### config.mk
export PLATFORM = sky130hd
export DESIGN_NAME = core_top
export DESIGN_NICKNAME = d
export VERILOG_FILES = /design/src/core_pkg.sv /design/src/alu.sv /design/src/register_file.sv /design/src/decoder.sv /design/src/fetch_stage.sv /design/src/controller.sv /design/src/load_store_unit.sv /design/src/core_top.sv
export SDC_FILE = /design/constraint.sdc
export NUM_CORES = 2
export LEC_CHECK = 0
export ABC_AREA = 1
export BUFFER_PORTS_ARGS = -buffer_cell sky130_fd_sc_hd__clkbuf_2
export CAP_MARGIN = 40
export CORE_MARGIN = 4
export CORE_UTILIZATION = 30
export CTS_CLUSTER_SIZE = 30
export DETAILED_ROUTE_END_ITERATION = 10
export PLACE_DENSITY_LB_ADDON = 0.25
export SLEW_MARGIN = 20
export SYNTH_ARGS = -nofsm -noshare
export SYNTH_HDL_FRONTEND = slang
export SYNTH_SLANG_ARGS = --single-unit
### constraint.sdc
create_clock -name clk_i -period 5.54 [get_ports clk_i]
set_input_delay 0 -clock clk_i [delete_from_list [all_inputs] [get_ports clk_i]]
set_output_delay 0 -clock clk_i [all_outputs]
set_load 0.05 [all_outputs]
### src/core_pkg.sv
`default_nettype none

package core_pkg;

	// ======================================================================
	// widths and boot address
	// ======================================================================
	localparam int XLEN       = 32;
	localparam int REG_ADDR_W = 5;

	localparam logic [XLEN-1:0] RESET_PC = 32'h0000_0000;

	// funct3 and funct7 encodings of the supported subset.
	localparam logic [2:0] F3_ADD_SUB = 3'b000;
	localparam logic [2:0] F3_XOR     = 3'b100;
	localparam logic [2:0] F3_OR      = 3'b110;
	localparam logic [2:0] F3_AND     = 3'b111;
	localparam logic [2:0] F3_WORD    = 3'b010;
	localparam logic [2:0] F3_BEQ     = 3'b000;
	localparam logic [2:0] F3_BNE     = 3'b001;
	localparam logic [6:0] F7_BASE    = 7'b000_0000;
	localparam logic [6:0] F7_SUB     = 7'b010_0000;

	// ======================================================================
	// enums
	// ======================================================================
	typedef enum logic [6:0] {
		OPC_LUI    = 7'b011_0111,
		OPC_OP_IMM = 7'b001_0011,
		OPC_OP     = 7'b011_0011,
		OPC_LOAD   = 7'b000_0011,
		OPC_STORE  = 7'b010_0011,
		OPC_BRANCH = 7'b110_0011,
		OPC_JAL    = 7'b110_1111
	} opcode_e;

	typedef enum logic [2:0] {
		ALU_ADD,
		ALU_SUB,
		ALU_AND,
		ALU_OR,
		ALU_XOR,
		ALU_PASS_B
	} alu_op_e;

	typedef enum logic [1:0] {
		WAIT_INSTR,
		EXECUTE,
		WAIT_DATA
	} ctrl_state_e;

	// ======================================================================
	// structs passed between stages
	// ======================================================================
	typedef struct packed {
		alu_op_e               alu_op;
		logic [REG_ADDR_W-1:0] rs1;
		logic [REG_ADDR_W-1:0] rs2;
		logic [REG_ADDR_W-1:0] rd;
		logic [XLEN-1:0]       imm;
		logic                  reg_write;
		logic                  use_imm;
		logic                  is_load;
		logic                  is_store;
		logic                  is_branch;
		logic                  branch_on_ne;
		logic                  is_jal;
		logic                  illegal;
	} decoded_instr_t;

	typedef struct packed {
		logic            we;
		logic [XLEN-1:0] addr;
		logic [XLEN-1:0] wdata;
	} lsu_req_t;

	typedef struct packed {
		logic            req;
		logic            we;
		logic [XLEN-1:0] addr;
		logic [XLEN-1:0] wdata;
	} data_bus_req_t;

endpackage

`default_nettype wire

### src/alu.sv
`default_nettype none

module alu import core_pkg::*; (
	input  alu_op_e         op_i,
	input  logic [XLEN-1:0] a_i,
	input  logic [XLEN-1:0] b_i,
	output logic [XLEN-1:0] result_o,
	output logic            equal_o
);

	logic [XLEN-1:0] sum;
	logic [XLEN-1:0] diff;

	// results wrap at 32 bits.
	assign sum  = a_i + b_i;
	assign diff = a_i - b_i;

	always_comb begin
		case (op_i)
			ALU_ADD:    result_o = sum;
			ALU_SUB:    result_o = diff;
			ALU_AND:    result_o = a_i & b_i;
			ALU_OR:     result_o = a_i | b_i;
			ALU_XOR:    result_o = a_i ^ b_i;
			ALU_PASS_B: result_o = b_i;
			default:    result_o = '0;
		endcase
	end

	// branch compare.
	assign equal_o = (diff == '0);

endmodule

`default_nettype wire

### src/register_file.sv
`default_nettype none

module register_file import core_pkg::*; (
	input  logic                  clk_i,
	input  logic                  rst_n_i,
	input  logic [REG_ADDR_W-1:0] raddr_a_i,
	input  logic [REG_ADDR_W-1:0] raddr_b_i,
	output logic [XLEN-1:0]       rdata_a_o,
	output logic [XLEN-1:0]       rdata_b_o,
	input  logic                  we_i,
	input  logic [REG_ADDR_W-1:0] waddr_i,
	input  logic [XLEN-1:0]       wdata_i
);

	// x1..x31, x0 has no storage.
	logic [XLEN-1:0] regs_q [1:31];

	always_ff @(posedge clk_i or negedge rst_n_i) begin
		if (!rst_n_i) begin
			for (int i = 1; i < 32; i++) begin
				regs_q[i] <= '0;
			end
		end else if (we_i && waddr_i != '0) begin
			regs_q[waddr_i] <= wdata_i;
		end
	end

	assign rdata_a_o = (raddr_a_i == '0) ? '0 : regs_q[raddr_a_i];
	assign rdata_b_o = (raddr_b_i == '0) ? '0 : regs_q[raddr_b_i];

endmodule

`default_nettype wire

### src/decoder.sv
`default_nettype none

module decoder import core_pkg::*; (
	input  logic [XLEN-1:0] instr_i,
	output decoded_instr_t  dec_o
);

	logic [6:0]      opcode;
	logic [2:0]      funct3;
	logic [6:0]      funct7;
	logic [XLEN-1:0] imm_i;
	logic [XLEN-1:0] imm_s;
	logic [XLEN-1:0] imm_b;
	logic [XLEN-1:0] imm_u;
	logic [XLEN-1:0] imm_j;

	assign opcode = instr_i[6:0];
	assign funct3 = instr_i[14:12];
	assign funct7 = instr_i[31:25];

	// immediate formats, all sign extended from bit 31.
	assign imm_i = {{20{instr_i[31]}}, instr_i[31:20]};
	assign imm_s = {{20{instr_i[31]}}, instr_i[31:25], instr_i[11:7]};
	assign imm_b = {{19{instr_i[31]}}, instr_i[31], instr_i[7], instr_i[30:25],
		instr_i[11:8], 1'b0};
	assign imm_u = {instr_i[31:12], 12'b0};
	assign imm_j = {{11{instr_i[31]}}, instr_i[31], instr_i[19:12], instr_i[20],
		instr_i[30:21], 1'b0};

	always_comb begin
		dec_o        = '0;
		dec_o.alu_op = ALU_ADD;
		dec_o.rs1    = instr_i[19:15];
		dec_o.rs2    = instr_i[24:20];
		dec_o.rd     = instr_i[11:7];
		case (opcode)
			OPC_LUI: begin
				dec_o.alu_op    = ALU_PASS_B;
				dec_o.imm       = imm_u;
				dec_o.use_imm   = 1'b1;
				dec_o.reg_write = 1'b1;
			end
			OPC_OP_IMM, OPC_OP: begin
				dec_o.imm       = imm_i;
				dec_o.use_imm   = (opcode == OPC_OP_IMM);
				dec_o.reg_write = 1'b1;
				case (funct3)
					F3_ADD_SUB: dec_o.alu_op = ALU_ADD;
					F3_XOR:     dec_o.alu_op = ALU_XOR;
					F3_OR:      dec_o.alu_op = ALU_OR;
					F3_AND:     dec_o.alu_op = ALU_AND;
					default:    dec_o.illegal = 1'b1;
				endcase
				// register form: funct7 picks sub, only for funct3 000.
				if (opcode == OPC_OP) begin
					if (funct7 == F7_SUB && funct3 == F3_ADD_SUB) begin
						dec_o.alu_op = ALU_SUB;
					end else if (funct7 != F7_BASE) begin
						dec_o.illegal = 1'b1;
					end
				end
			end
			OPC_LOAD: begin
				dec_o.imm       = imm_i;
				dec_o.use_imm   = 1'b1;
				dec_o.is_load   = 1'b1;
				dec_o.reg_write = 1'b1;
				dec_o.illegal   = (funct3 != F3_WORD);
			end
			OPC_STORE: begin
				dec_o.imm      = imm_s;
				dec_o.use_imm  = 1'b1;
				dec_o.is_store = 1'b1;
				dec_o.illegal  = (funct3 != F3_WORD);
			end
			OPC_BRANCH: begin
				dec_o.alu_op       = ALU_SUB;
				dec_o.imm          = imm_b;
				dec_o.is_branch    = 1'b1;
				dec_o.branch_on_ne = (funct3 == F3_BNE);
				dec_o.illegal      = (funct3 != F3_BEQ) && (funct3 != F3_BNE);
			end
			OPC_JAL: begin
				dec_o.imm       = imm_j;
				dec_o.is_jal    = 1'b1;
				dec_o.reg_write = 1'b1;
			end
			default: dec_o.illegal = 1'b1;
		endcase
	end

endmodule

`default_nettype wire

### src/fetch_stage.sv
`default_nettype none

module fetch_stage import core_pkg::*; (
	input  logic            clk_i,
	input  logic            rst_n_i,
	input  logic            fetch_enable_i,
	input  logic            next_pc_valid_i,
	input  logic [XLEN-1:0] next_pc_i,
	output logic            instr_req_o,
	output logic [XLEN-1:0] instr_addr_o,
	input  logic            instr_gnt_i,
	input  logic            instr_rvalid_i,
	input  logic [XLEN-1:0] instr_rdata_i,
	output logic            instr_valid_o,
	output logic [XLEN-1:0] instr_o,
	output logic [XLEN-1:0] pc_o,
	output logic            fetch_busy_o
);

	logic [XLEN-1:0] pc_q;
	logic [XLEN-1:0] instr_q;
	logic            boot_q;
	logic            req_q;
	logic            wait_q;
	logic            exec_q;
	logic            valid_q;
	logic            idle;
	logic            launch;

	// nothing on the bus and no instruction handed to the controller.
	assign idle   = ~req_q & ~wait_q & ~exec_q;
	assign launch = fetch_enable_i & (idle | next_pc_valid_i);

	always_ff @(posedge clk_i or negedge rst_n_i) begin
		if (!rst_n_i) begin
			pc_q    <= RESET_PC;
			boot_q  <= 1'b1;
			req_q   <= 1'b0;
			wait_q  <= 1'b0;
			exec_q  <= 1'b0;
			valid_q <= 1'b0;
		end else begin
			valid_q <= 1'b0;
			if (next_pc_valid_i) begin
				pc_q   <= next_pc_i;
				exec_q <= 1'b0;
			end
			if (launch) begin
				req_q  <= 1'b1;
				boot_q <= 1'b0;
			end else if (req_q && instr_gnt_i) begin
				req_q  <= 1'b0;
				wait_q <= 1'b1;
			end
			if (wait_q && instr_rvalid_i) begin
				wait_q  <= 1'b0;
				exec_q  <= 1'b1;
				valid_q <= 1'b1;
			end
		end
	end

	always_ff @(posedge clk_i) begin
		if (wait_q && instr_rvalid_i) begin
			instr_q <= instr_rdata_i;
		end
	end

	assign instr_req_o   = req_q;
	assign instr_addr_o  = pc_q;
	assign instr_valid_o = valid_q;
	assign instr_o       = instr_q;
	assign pc_o          = pc_q;
	// boot counts as busy until the first fetch goes out.
	assign fetch_busy_o  = boot_q | ~idle;

	a_instr_addr_stable : assert property (@(posedge clk_i) disable iff (!rst_n_i)
		instr_req_o && !instr_gnt_i |=> instr_req_o && $stable(instr_addr_o));

endmodule

`default_nettype wire

### src/controller.sv
`default_nettype none

module controller import core_pkg::*; (
	input  logic                  clk_i,
	input  logic                  rst_n_i,
	input  logic                  instr_valid_i,
	input  logic [XLEN-1:0]       pc_i,
	input  decoded_instr_t        dec_i,
	output logic [REG_ADDR_W-1:0] rf_raddr_a_o,
	output logic [REG_ADDR_W-1:0] rf_raddr_b_o,
	input  logic [XLEN-1:0]       rs1_rdata_i,
	input  logic [XLEN-1:0]       rs2_rdata_i,
	input  logic [XLEN-1:0]       alu_result_i,
	input  logic                  alu_equal_i,
	output alu_op_e               alu_op_o,
	output logic [XLEN-1:0]       alu_a_o,
	output logic [XLEN-1:0]       alu_b_o,
	output logic                  lsu_start_o,
	output lsu_req_t              lsu_req_o,
	input  logic                  lsu_done_i,
	input  logic [XLEN-1:0]       lsu_rdata_i,
	output logic                  rf_we_o,
	output logic [REG_ADDR_W-1:0] rf_waddr_o,
	output logic [XLEN-1:0]       rf_wdata_o,
	output logic                  next_pc_valid_o,
	output logic [XLEN-1:0]       next_pc_o
);

	ctrl_state_e     state_q;
	ctrl_state_e     state_d;
	decoded_instr_t  dec_q;
	logic            legal;
	logic            is_mem;
	logic            taken;
	logic [XLEN-1:0] pc_plus4;
	logic [XLEN-1:0] target;

	// an illegal instruction runs as a no-op.
	assign legal    = ~dec_q.illegal;
	assign is_mem   = legal & (dec_q.is_load | dec_q.is_store);
	assign pc_plus4 = pc_i + 32'd4;
	assign target   = pc_i + dec_q.imm;
	assign taken    = legal & (dec_q.is_jal |
		(dec_q.is_branch & (alu_equal_i ^ dec_q.branch_on_ne)));

	assign rf_raddr_a_o = dec_q.rs1;
	assign rf_raddr_b_o = dec_q.rs2;

	assign alu_op_o = dec_q.alu_op;
	assign alu_a_o  = rs1_rdata_i;
	assign alu_b_o  = dec_q.use_imm ? dec_q.imm : rs2_rdata_i;

	assign lsu_start_o     = (state_q == EXECUTE) & is_mem;
	assign lsu_req_o.we    = dec_q.is_store;
	assign lsu_req_o.addr  = alu_result_i;
	assign lsu_req_o.wdata = rs2_rdata_i;

	always_comb begin
		state_d         = state_q;
		next_pc_valid_o = 1'b0;
		case (state_q)
			WAIT_INSTR: begin
				if (instr_valid_i) begin
					state_d = EXECUTE;
				end
			end
			EXECUTE: begin
				if (is_mem) begin
					state_d = WAIT_DATA;
				end else begin
					next_pc_valid_o = 1'b1;
					state_d         = WAIT_INSTR;
				end
			end
			WAIT_DATA: begin
				if (lsu_done_i) begin
					next_pc_valid_o = 1'b1;
					state_d         = WAIT_INSTR;
				end
			end
			default: state_d = WAIT_INSTR;
		endcase
	end

	assign next_pc_o = taken ? target : pc_plus4;

	// write back in the cycle that completes the instruction.
	assign rf_we_o    = next_pc_valid_o & legal & dec_q.reg_write;
	assign rf_waddr_o = dec_q.rd;
	assign rf_wdata_o = dec_q.is_load ? lsu_rdata_i :
		dec_q.is_jal ? pc_plus4 : alu_result_i;

	always_ff @(posedge clk_i or negedge rst_n_i) begin
		if (!rst_n_i) begin
			state_q <= WAIT_INSTR;
		end else begin
			state_q <= state_d;
		end
	end

	always_ff @(posedge clk_i) begin
		if (state_q == WAIT_INSTR && instr_valid_i) begin
			dec_q <= dec_i;
		end
	end

	// the load-store unit only answers an access that is still awaited.
	a_lsu_done_in_wait_data : assert property (@(posedge clk_i) disable iff (!rst_n_i)
		lsu_done_i |-> state_q == WAIT_DATA);

endmodule

`default_nettype wire

### src/load_store_unit.sv
`default_nettype none

module load_store_unit import core_pkg::*; (
	input  logic            clk_i,
	input  logic            rst_n_i,
	input  logic            lsu_start_i,
	input  lsu_req_t        lsu_req_i,
	output logic            lsu_done_o,
	output logic [XLEN-1:0] lsu_rdata_o,
	output data_bus_req_t   bus_o,
	input  logic            data_gnt_i,
	input  logic            data_rvalid_i,
	input  logic [XLEN-1:0] data_rdata_i,
	output logic            lsu_busy_o
);

	lsu_req_t        req_data_q;
	logic [XLEN-1:0] rdata_q;
	logic            req_q;
	logic            wait_q;
	logic            done_q;

	always_ff @(posedge clk_i or negedge rst_n_i) begin
		if (!rst_n_i) begin
			req_q  <= 1'b0;
			wait_q <= 1'b0;
			done_q <= 1'b0;
		end else begin
			done_q <= 1'b0;
			if (lsu_start_i) begin
				req_q <= 1'b1;
			end else if (req_q && data_gnt_i) begin
				req_q  <= 1'b0;
				wait_q <= 1'b1;
			end
			if (wait_q && data_rvalid_i) begin
				wait_q <= 1'b0;
				done_q <= 1'b1;
			end
		end
	end

	always_ff @(posedge clk_i) begin
		if (lsu_start_i) begin
			req_data_q <= lsu_req_i;
		end
		// store responses land here too and are never used.
		if (wait_q && data_rvalid_i) begin
			rdata_q <= data_rdata_i;
		end
	end

	assign bus_o.req   = req_q;
	assign bus_o.we    = req_data_q.we;
	assign bus_o.addr  = req_data_q.addr;
	assign bus_o.wdata = req_data_q.wdata;

	assign lsu_done_o  = done_q;
	assign lsu_rdata_o = rdata_q;
	assign lsu_busy_o  = req_q | wait_q;

	a_rvalid_outstanding : assert property (@(posedge clk_i) disable iff (!rst_n_i)
		data_rvalid_i |-> wait_q);

endmodule

`default_nettype wire

### src/core_top.sv
`default_nettype none

module core_top import core_pkg::*; (
	input  logic            clk_i,
	input  logic            rst_n_i,
	input  logic            fetch_enable_i,
	output logic            instr_req_o,
	output logic [XLEN-1:0] instr_addr_o,
	input  logic            instr_gnt_i,
	input  logic            instr_rvalid_i,
	input  logic [XLEN-1:0] instr_rdata_i,
	output logic            data_req_o,
	output logic            data_we_o,
	output logic [XLEN-1:0] data_addr_o,
	output logic [XLEN-1:0] data_wdata_o,
	input  logic            data_gnt_i,
	input  logic            data_rvalid_i,
	input  logic [XLEN-1:0] data_rdata_i,
	output logic            core_busy_o
);

	logic                  instr_valid;
	logic [XLEN-1:0]       instr;
	logic [XLEN-1:0]       pc;
	logic                  fetch_busy;
	logic                  next_pc_valid;
	logic [XLEN-1:0]       next_pc;
	decoded_instr_t        dec;
	logic [REG_ADDR_W-1:0] rf_raddr_a;
	logic [REG_ADDR_W-1:0] rf_raddr_b;
	logic [XLEN-1:0]       rf_rdata_a;
	logic [XLEN-1:0]       rf_rdata_b;
	logic                  rf_we;
	logic [REG_ADDR_W-1:0] rf_waddr;
	logic [XLEN-1:0]       rf_wdata;
	alu_op_e               alu_op;
	logic [XLEN-1:0]       alu_a;
	logic [XLEN-1:0]       alu_b;
	logic [XLEN-1:0]       alu_result;
	logic                  alu_equal;
	logic                  lsu_start;
	lsu_req_t              lsu_req;
	logic                  lsu_done;
	logic [XLEN-1:0]       lsu_rdata;
	logic                  lsu_busy;
	data_bus_req_t         data_bus;

	// ======================================================================
	// fetch and decode
	// ======================================================================
	fetch_stage u_fetch_stage (
		.clk_i           (clk_i),
		.rst_n_i         (rst_n_i),
		.fetch_enable_i  (fetch_enable_i),
		.next_pc_valid_i (next_pc_valid),
		.next_pc_i       (next_pc),
		.instr_req_o     (instr_req_o),
		.instr_addr_o    (instr_addr_o),
		.instr_gnt_i     (instr_gnt_i),
		.instr_rvalid_i  (instr_rvalid_i),
		.instr_rdata_i   (instr_rdata_i),
		.instr_valid_o   (instr_valid),
		.instr_o         (instr),
		.pc_o            (pc),
		.fetch_busy_o    (fetch_busy)
	);

	decoder u_decoder (
		.instr_i (instr),
		.dec_o   (dec)
	);

	controller u_controller (
		.clk_i           (clk_i),
		.rst_n_i         (rst_n_i),
		.instr_valid_i   (instr_valid),
		.pc_i            (pc),
		.dec_i           (dec),
		.rf_raddr_a_o    (rf_raddr_a),
		.rf_raddr_b_o    (rf_raddr_b),
		.rs1_rdata_i     (rf_rdata_a),
		.rs2_rdata_i     (rf_rdata_b),
		.alu_result_i    (alu_result),
		.alu_equal_i     (alu_equal),
		.alu_op_o        (alu_op),
		.alu_a_o         (alu_a),
		.alu_b_o         (alu_b),
		.lsu_start_o     (lsu_start),
		.lsu_req_o       (lsu_req),
		.lsu_done_i      (lsu_done),
		.lsu_rdata_i     (lsu_rdata),
		.rf_we_o         (rf_we),
		.rf_waddr_o      (rf_waddr),
		.rf_wdata_o      (rf_wdata),
		.next_pc_valid_o (next_pc_valid),
		.next_pc_o       (next_pc)
	);

	// ======================================================================
	// execute, registers and memory access
	// ======================================================================
	alu u_alu (
		.op_i     (alu_op),
		.a_i      (alu_a),
		.b_i      (alu_b),
		.result_o (alu_result),
		.equal_o  (alu_equal)
	);

	register_file u_register_file (
		.clk_i     (clk_i),
		.rst_n_i   (rst_n_i),
		.raddr_a_i (rf_raddr_a),
		.raddr_b_i (rf_raddr_b),
		.rdata_a_o (rf_rdata_a),
		.rdata_b_o (rf_rdata_b),
		.we_i      (rf_we),
		.waddr_i   (rf_waddr),
		.wdata_i   (rf_wdata)
	);

	load_store_unit u_load_store_unit (
		.clk_i         (clk_i),
		.rst_n_i       (rst_n_i),
		.lsu_start_i   (lsu_start),
		.lsu_req_i     (lsu_req),
		.lsu_done_o    (lsu_done),
		.lsu_rdata_o   (lsu_rdata),
		.bus_o         (data_bus),
		.data_gnt_i    (data_gnt_i),
		.data_rvalid_i (data_rvalid_i),
		.data_rdata_i  (data_rdata_i),
		.lsu_busy_o    (lsu_busy)
	);

	assign data_req_o   = data_bus.req;
	assign data_we_o    = data_bus.we;
	assign data_addr_o  = data_bus.addr;
	assign data_wdata_o = data_bus.wdata;

	assign core_busy_o = fetch_busy | lsu_busy;

endmodule

`default_nettype wire

==> metrics <==
outcome=finished, final reports clean; slew margin rel.=0.276; area grow syn2layout=26.1%; GP Congestion=1.00; RR Startpoint=u_controller.rf_raddr_a_o[0]; fin util=0.382; total wire length=392 mm; Synth top area share=0.354; post-detail-place hpwl=265 mm; sequential share of the synthesized area=0.431; CP Depth=33; Pleak=0.0445 uW; # DRC=0; power density cells=405 nW/um2; Final Max Tran Viols=0; crit start category=register; CP required=6.26 ns; final hold vios=0; clock skew=0.0484 ns; Yosys reg bits=1,221; vias in the first global route=73,900; CP most frequent cell=buf_4; Min Hold Slack=0.0842 ns; Clock Pin Slew Worst Setup and Hold Paths=0.06 ns; Final Critical Period=5.46 ns; die area=252,000 um2; first-pass GRT wire length=547 mm; Synth Cell Area=73,100 um2; fin crit share=0.986; Synthesis Warnings=0; starting density of the core=0.303; Rows=180; final worst slack=0.0754 ns; Top FF cell, synth=dfrtp_1; worst stage delay on the critical path=0.45 ns; die span in y=502 um; clock buffer depth=3; DIE WIDTH=502 um; Netlist cell types=68; worst slack, placed=-0.365 ns; root buffer cell=clkbuf_16; DR iter-0 viols=12,000; Worst Setup SP=u_controller.rf_raddr_a_o[0]; Post-synth ARST share=0.847; Slew @ Worst Pin=1.09 ns; syn_nets=10,300; GRT Total Usage=0.298; number of buffers added on ports=170; R2R setup slack=0.08 ns; Avg Cell Area, Syn=7.22 um2; DRT Pass-1 Iters=8; min-delay worst type=in -> reg; core area=241,000 um2; total CTS buffers=146; ANT nets after route=0; GRT overflow=0; final-stage net count=11,100; Mapped Cells=10,100; pin count of the biggest net entering global routing=154; Crit-path slowest cell=edfxtp_1; Worst VDD drop=0.344 mV; Setup crit end=u_register_file.regs_q[310]; kind of cell adding the most delay to the critical path=buffers and inverters; number of synthesized flops with an enable pin=187; IO Count=171; Max-Cap Viols=0; synth top area cells=dfrtp_1 (35%), nand2_1 (18%), edfxtp_1 (7.7%), o21ai_0 (6.4%), a21oi_1 (4.9%); Setup crit end kind=register; via/cell ratio=5.59; share of layout cells above drive strength 1=0.165; clk_lat worst skew=0.86 ns; total clock sinks=1,221; cell taking the most area after synthesis=dfrtp_1; vias=79,500; htree depth=4; antenna violations before repair=17; worst path arrival time=6.19 ns; worst path bufs/invs=14; R2R Path End=u_register_file.regs_q[310]; average wire per standard cell=27.6 um; critical path peak fanout=35; number of setup violations in the final report=0; Fmax achieved=183 MHz; reg2reg path depth=33; CTS tree=yes; critical path class=reg -> reg; total chip power=37,400 uW
==> area by class of cell <==
| class | count | area (um2) |
|---|---|---|
| clock buffers | 199 | 4190 |
| multi-input cells | 7402 | 36200 |
| well taps | 3185 | 3990 |
| diodes | 6 | 15.0 |
| flip-flops and latches | 1221 | 31500 |
| repair buffers | 1367 | 12600 |
| inverters | 772 | 2980 |
| repair inverters | 1 | 16.3 |
| clock inverters | 72 | 704 |
| fillers | 25000 | 149000 |
==> report_power, final <==
| group | internal (uW) | total [uW] | switching (uW) |
|---|---|---|---|
| combinational | 5750 | 16300 | 10600 |
| sequential | 10000 | 10900 | 895 |
| clock | 5760 | 10100 | 4350 |
==> stage by stage <==
step	setup TNS [ns]	area (um2)	instances
after floorplan	0	73100	10100
after global placement	-115.29	83900	13700
after detailed placement	-124.43	84200	13800
after CTS	0	90600	14200
after global routing	-0.928	92100	14200
final	0	92100	14200
==> worst min path at each step <==
stage,startpoint,end,slack [ns],cells after the start
after floorplan,rst_n_i,u_controller.state_q[0],-0.30,0
after global placement,rst_n_i,u_register_file.regs_q[58],0.05,1
after detailed placement,rst_n_i,u_register_file.regs_q[58],0.03,1
after CTS,instr_rdata_i[8],u_fetch_stage.instr_o[8],0.003,2
after global routing,instr_rdata_i[5],u_fetch_stage.instr_o[5],0.03,2
final,instr_rdata_i[5],u_fetch_stage.instr_o[5],0.08,2
==> metal layers <==
layer / wire, um / track usage
met2: 163000 / 0.433
met3: 42400 / 0.0633
met4: 20000 / 0.130
met1: 167000 / 0.423
met5: 13 / 0
==> flip-flops by register name (all words and copies together), names as in the netlist <==
| name | count |
|---|---|
| u_controller.rf_raddr_a_o | 5 |
| u_controller.lsu_req_o | 1 |
| u_load_store_unit.req_q | 1 |
| u_controller.rf_waddr_o | 5 |
| u_load_store_unit.lsu_rdata_o | 32 |
| u_fetch_stage.instr_addr_o | 32 |
| u_controller.state_q | 2 |
| u_load_store_unit.lsu_done_o | 1 |
| u_fetch_stage.boot_q | 1 |
| u_controller.dec_q | 39 |
| u_load_store_unit.bus_o | 65 |
| u_fetch_stage.exec_q | 1 |
| u_load_store_unit.wait_q | 1 |
| u_fetch_stage.wait_q | 1 |
| u_register_file.regs_q | 992 |
| u_fetch_stage.instr_valid_o | 1 |
| u_fetch_stage.instr_o | 32 |
| u_controller.alu_op_o | 3 |
| u_controller.rf_raddr_b_o | 5 |
| u_fetch_stage.instr_req_o | 1 |
==> cells in the mapped netlist (5+ instances only) <==
library cell  count
a21boi_0         28
a21o_1            5
a21oi_1         710
a221oi_1         18
a22oi_1          89
a31oi_1          59
and2_1            6
buf_1            71
buf_2           199
buf_4            56
buf_6            45
clkbuf_1        358
clkinv_1         17
dfrtp_1        1033
edfxtp_1        187
ha_1            130
inv_1           727
inv_2            26
nand2_1        3567
nand2_2          39
nand3_1         435
nand3b_1          5
nand4_1          33
nor2_1          601
nor2_2            8
nor3_1           49
nor3_2            8
nor4_1           10
o2111ai_1        38
o211ai_1        232
o21ai_0         940
o21ai_1         122
o21ai_2          27
o21bai_1          9
o221ai_1         80
o22ai_1          19
o311ai_0         11
or2_2            15
xnor2_1          17
xor2_1           47
==> worst register-to-register path, delay by kind of cell, from the launching register on <==
| family | cells | cell delay, ns |
|---|---|---|
| AOI/OAI and AO/OA | 10 | 1.60 |
| and+or+nand+nor | 8 | 0.80 |
| DFF | 1 | 0.45 |
| adders and majority gates | 1 | 0.36 |
| buffers and inverters | 14 | 2.12 |
==> timing repair <==
| action | 4_1_cts | 5_1_grt |
|---|---|---|
| pin swaps | 1 | 55 |
| hold buffers | 138 | 0 |
| hold endpoints to repair | 1095 | 0 |
| setup endpoints to repair | 713 | 754 |
| gates cloned | 0 | 13 |
| resized for setup | 40 | 249 |
| setup buffers | 0 | 38 |
==> cells by family (layout without fill, tap and decap cells) <==
group,count (synthesis),count (layout),share of synthesized area
xor+xnor,64,64,0.00767
fa+ha+maj,133,133,0.0231
mux,2,2,0.000274
buf+inv,1502,2411,0.0882
compound gates,2418,2418,0.190
simple gates,4785,4785,0.260
flops,1221,1221,0.431
other cells,0,6,0
==> cells in the final DEF (no fill, tap or decap), types with 134 or more instances in the layout <==
cell type / instances
nor2_1: 569
buf_4: 864
o211ai_1: 232
nand3_1: 414
nand2_1: 3521
o21ai_0: 913
dlygate4sd3_1: 137
edfxtp_1: 187
inv_1: 715
buf_12: 141
clkbuf_16: 161
o21ai_1: 134
dfrtp_1: 1033
clkbuf_2: 169
a21oi_1: 691
Note: power is estimated with default switching activity, not from simulation.
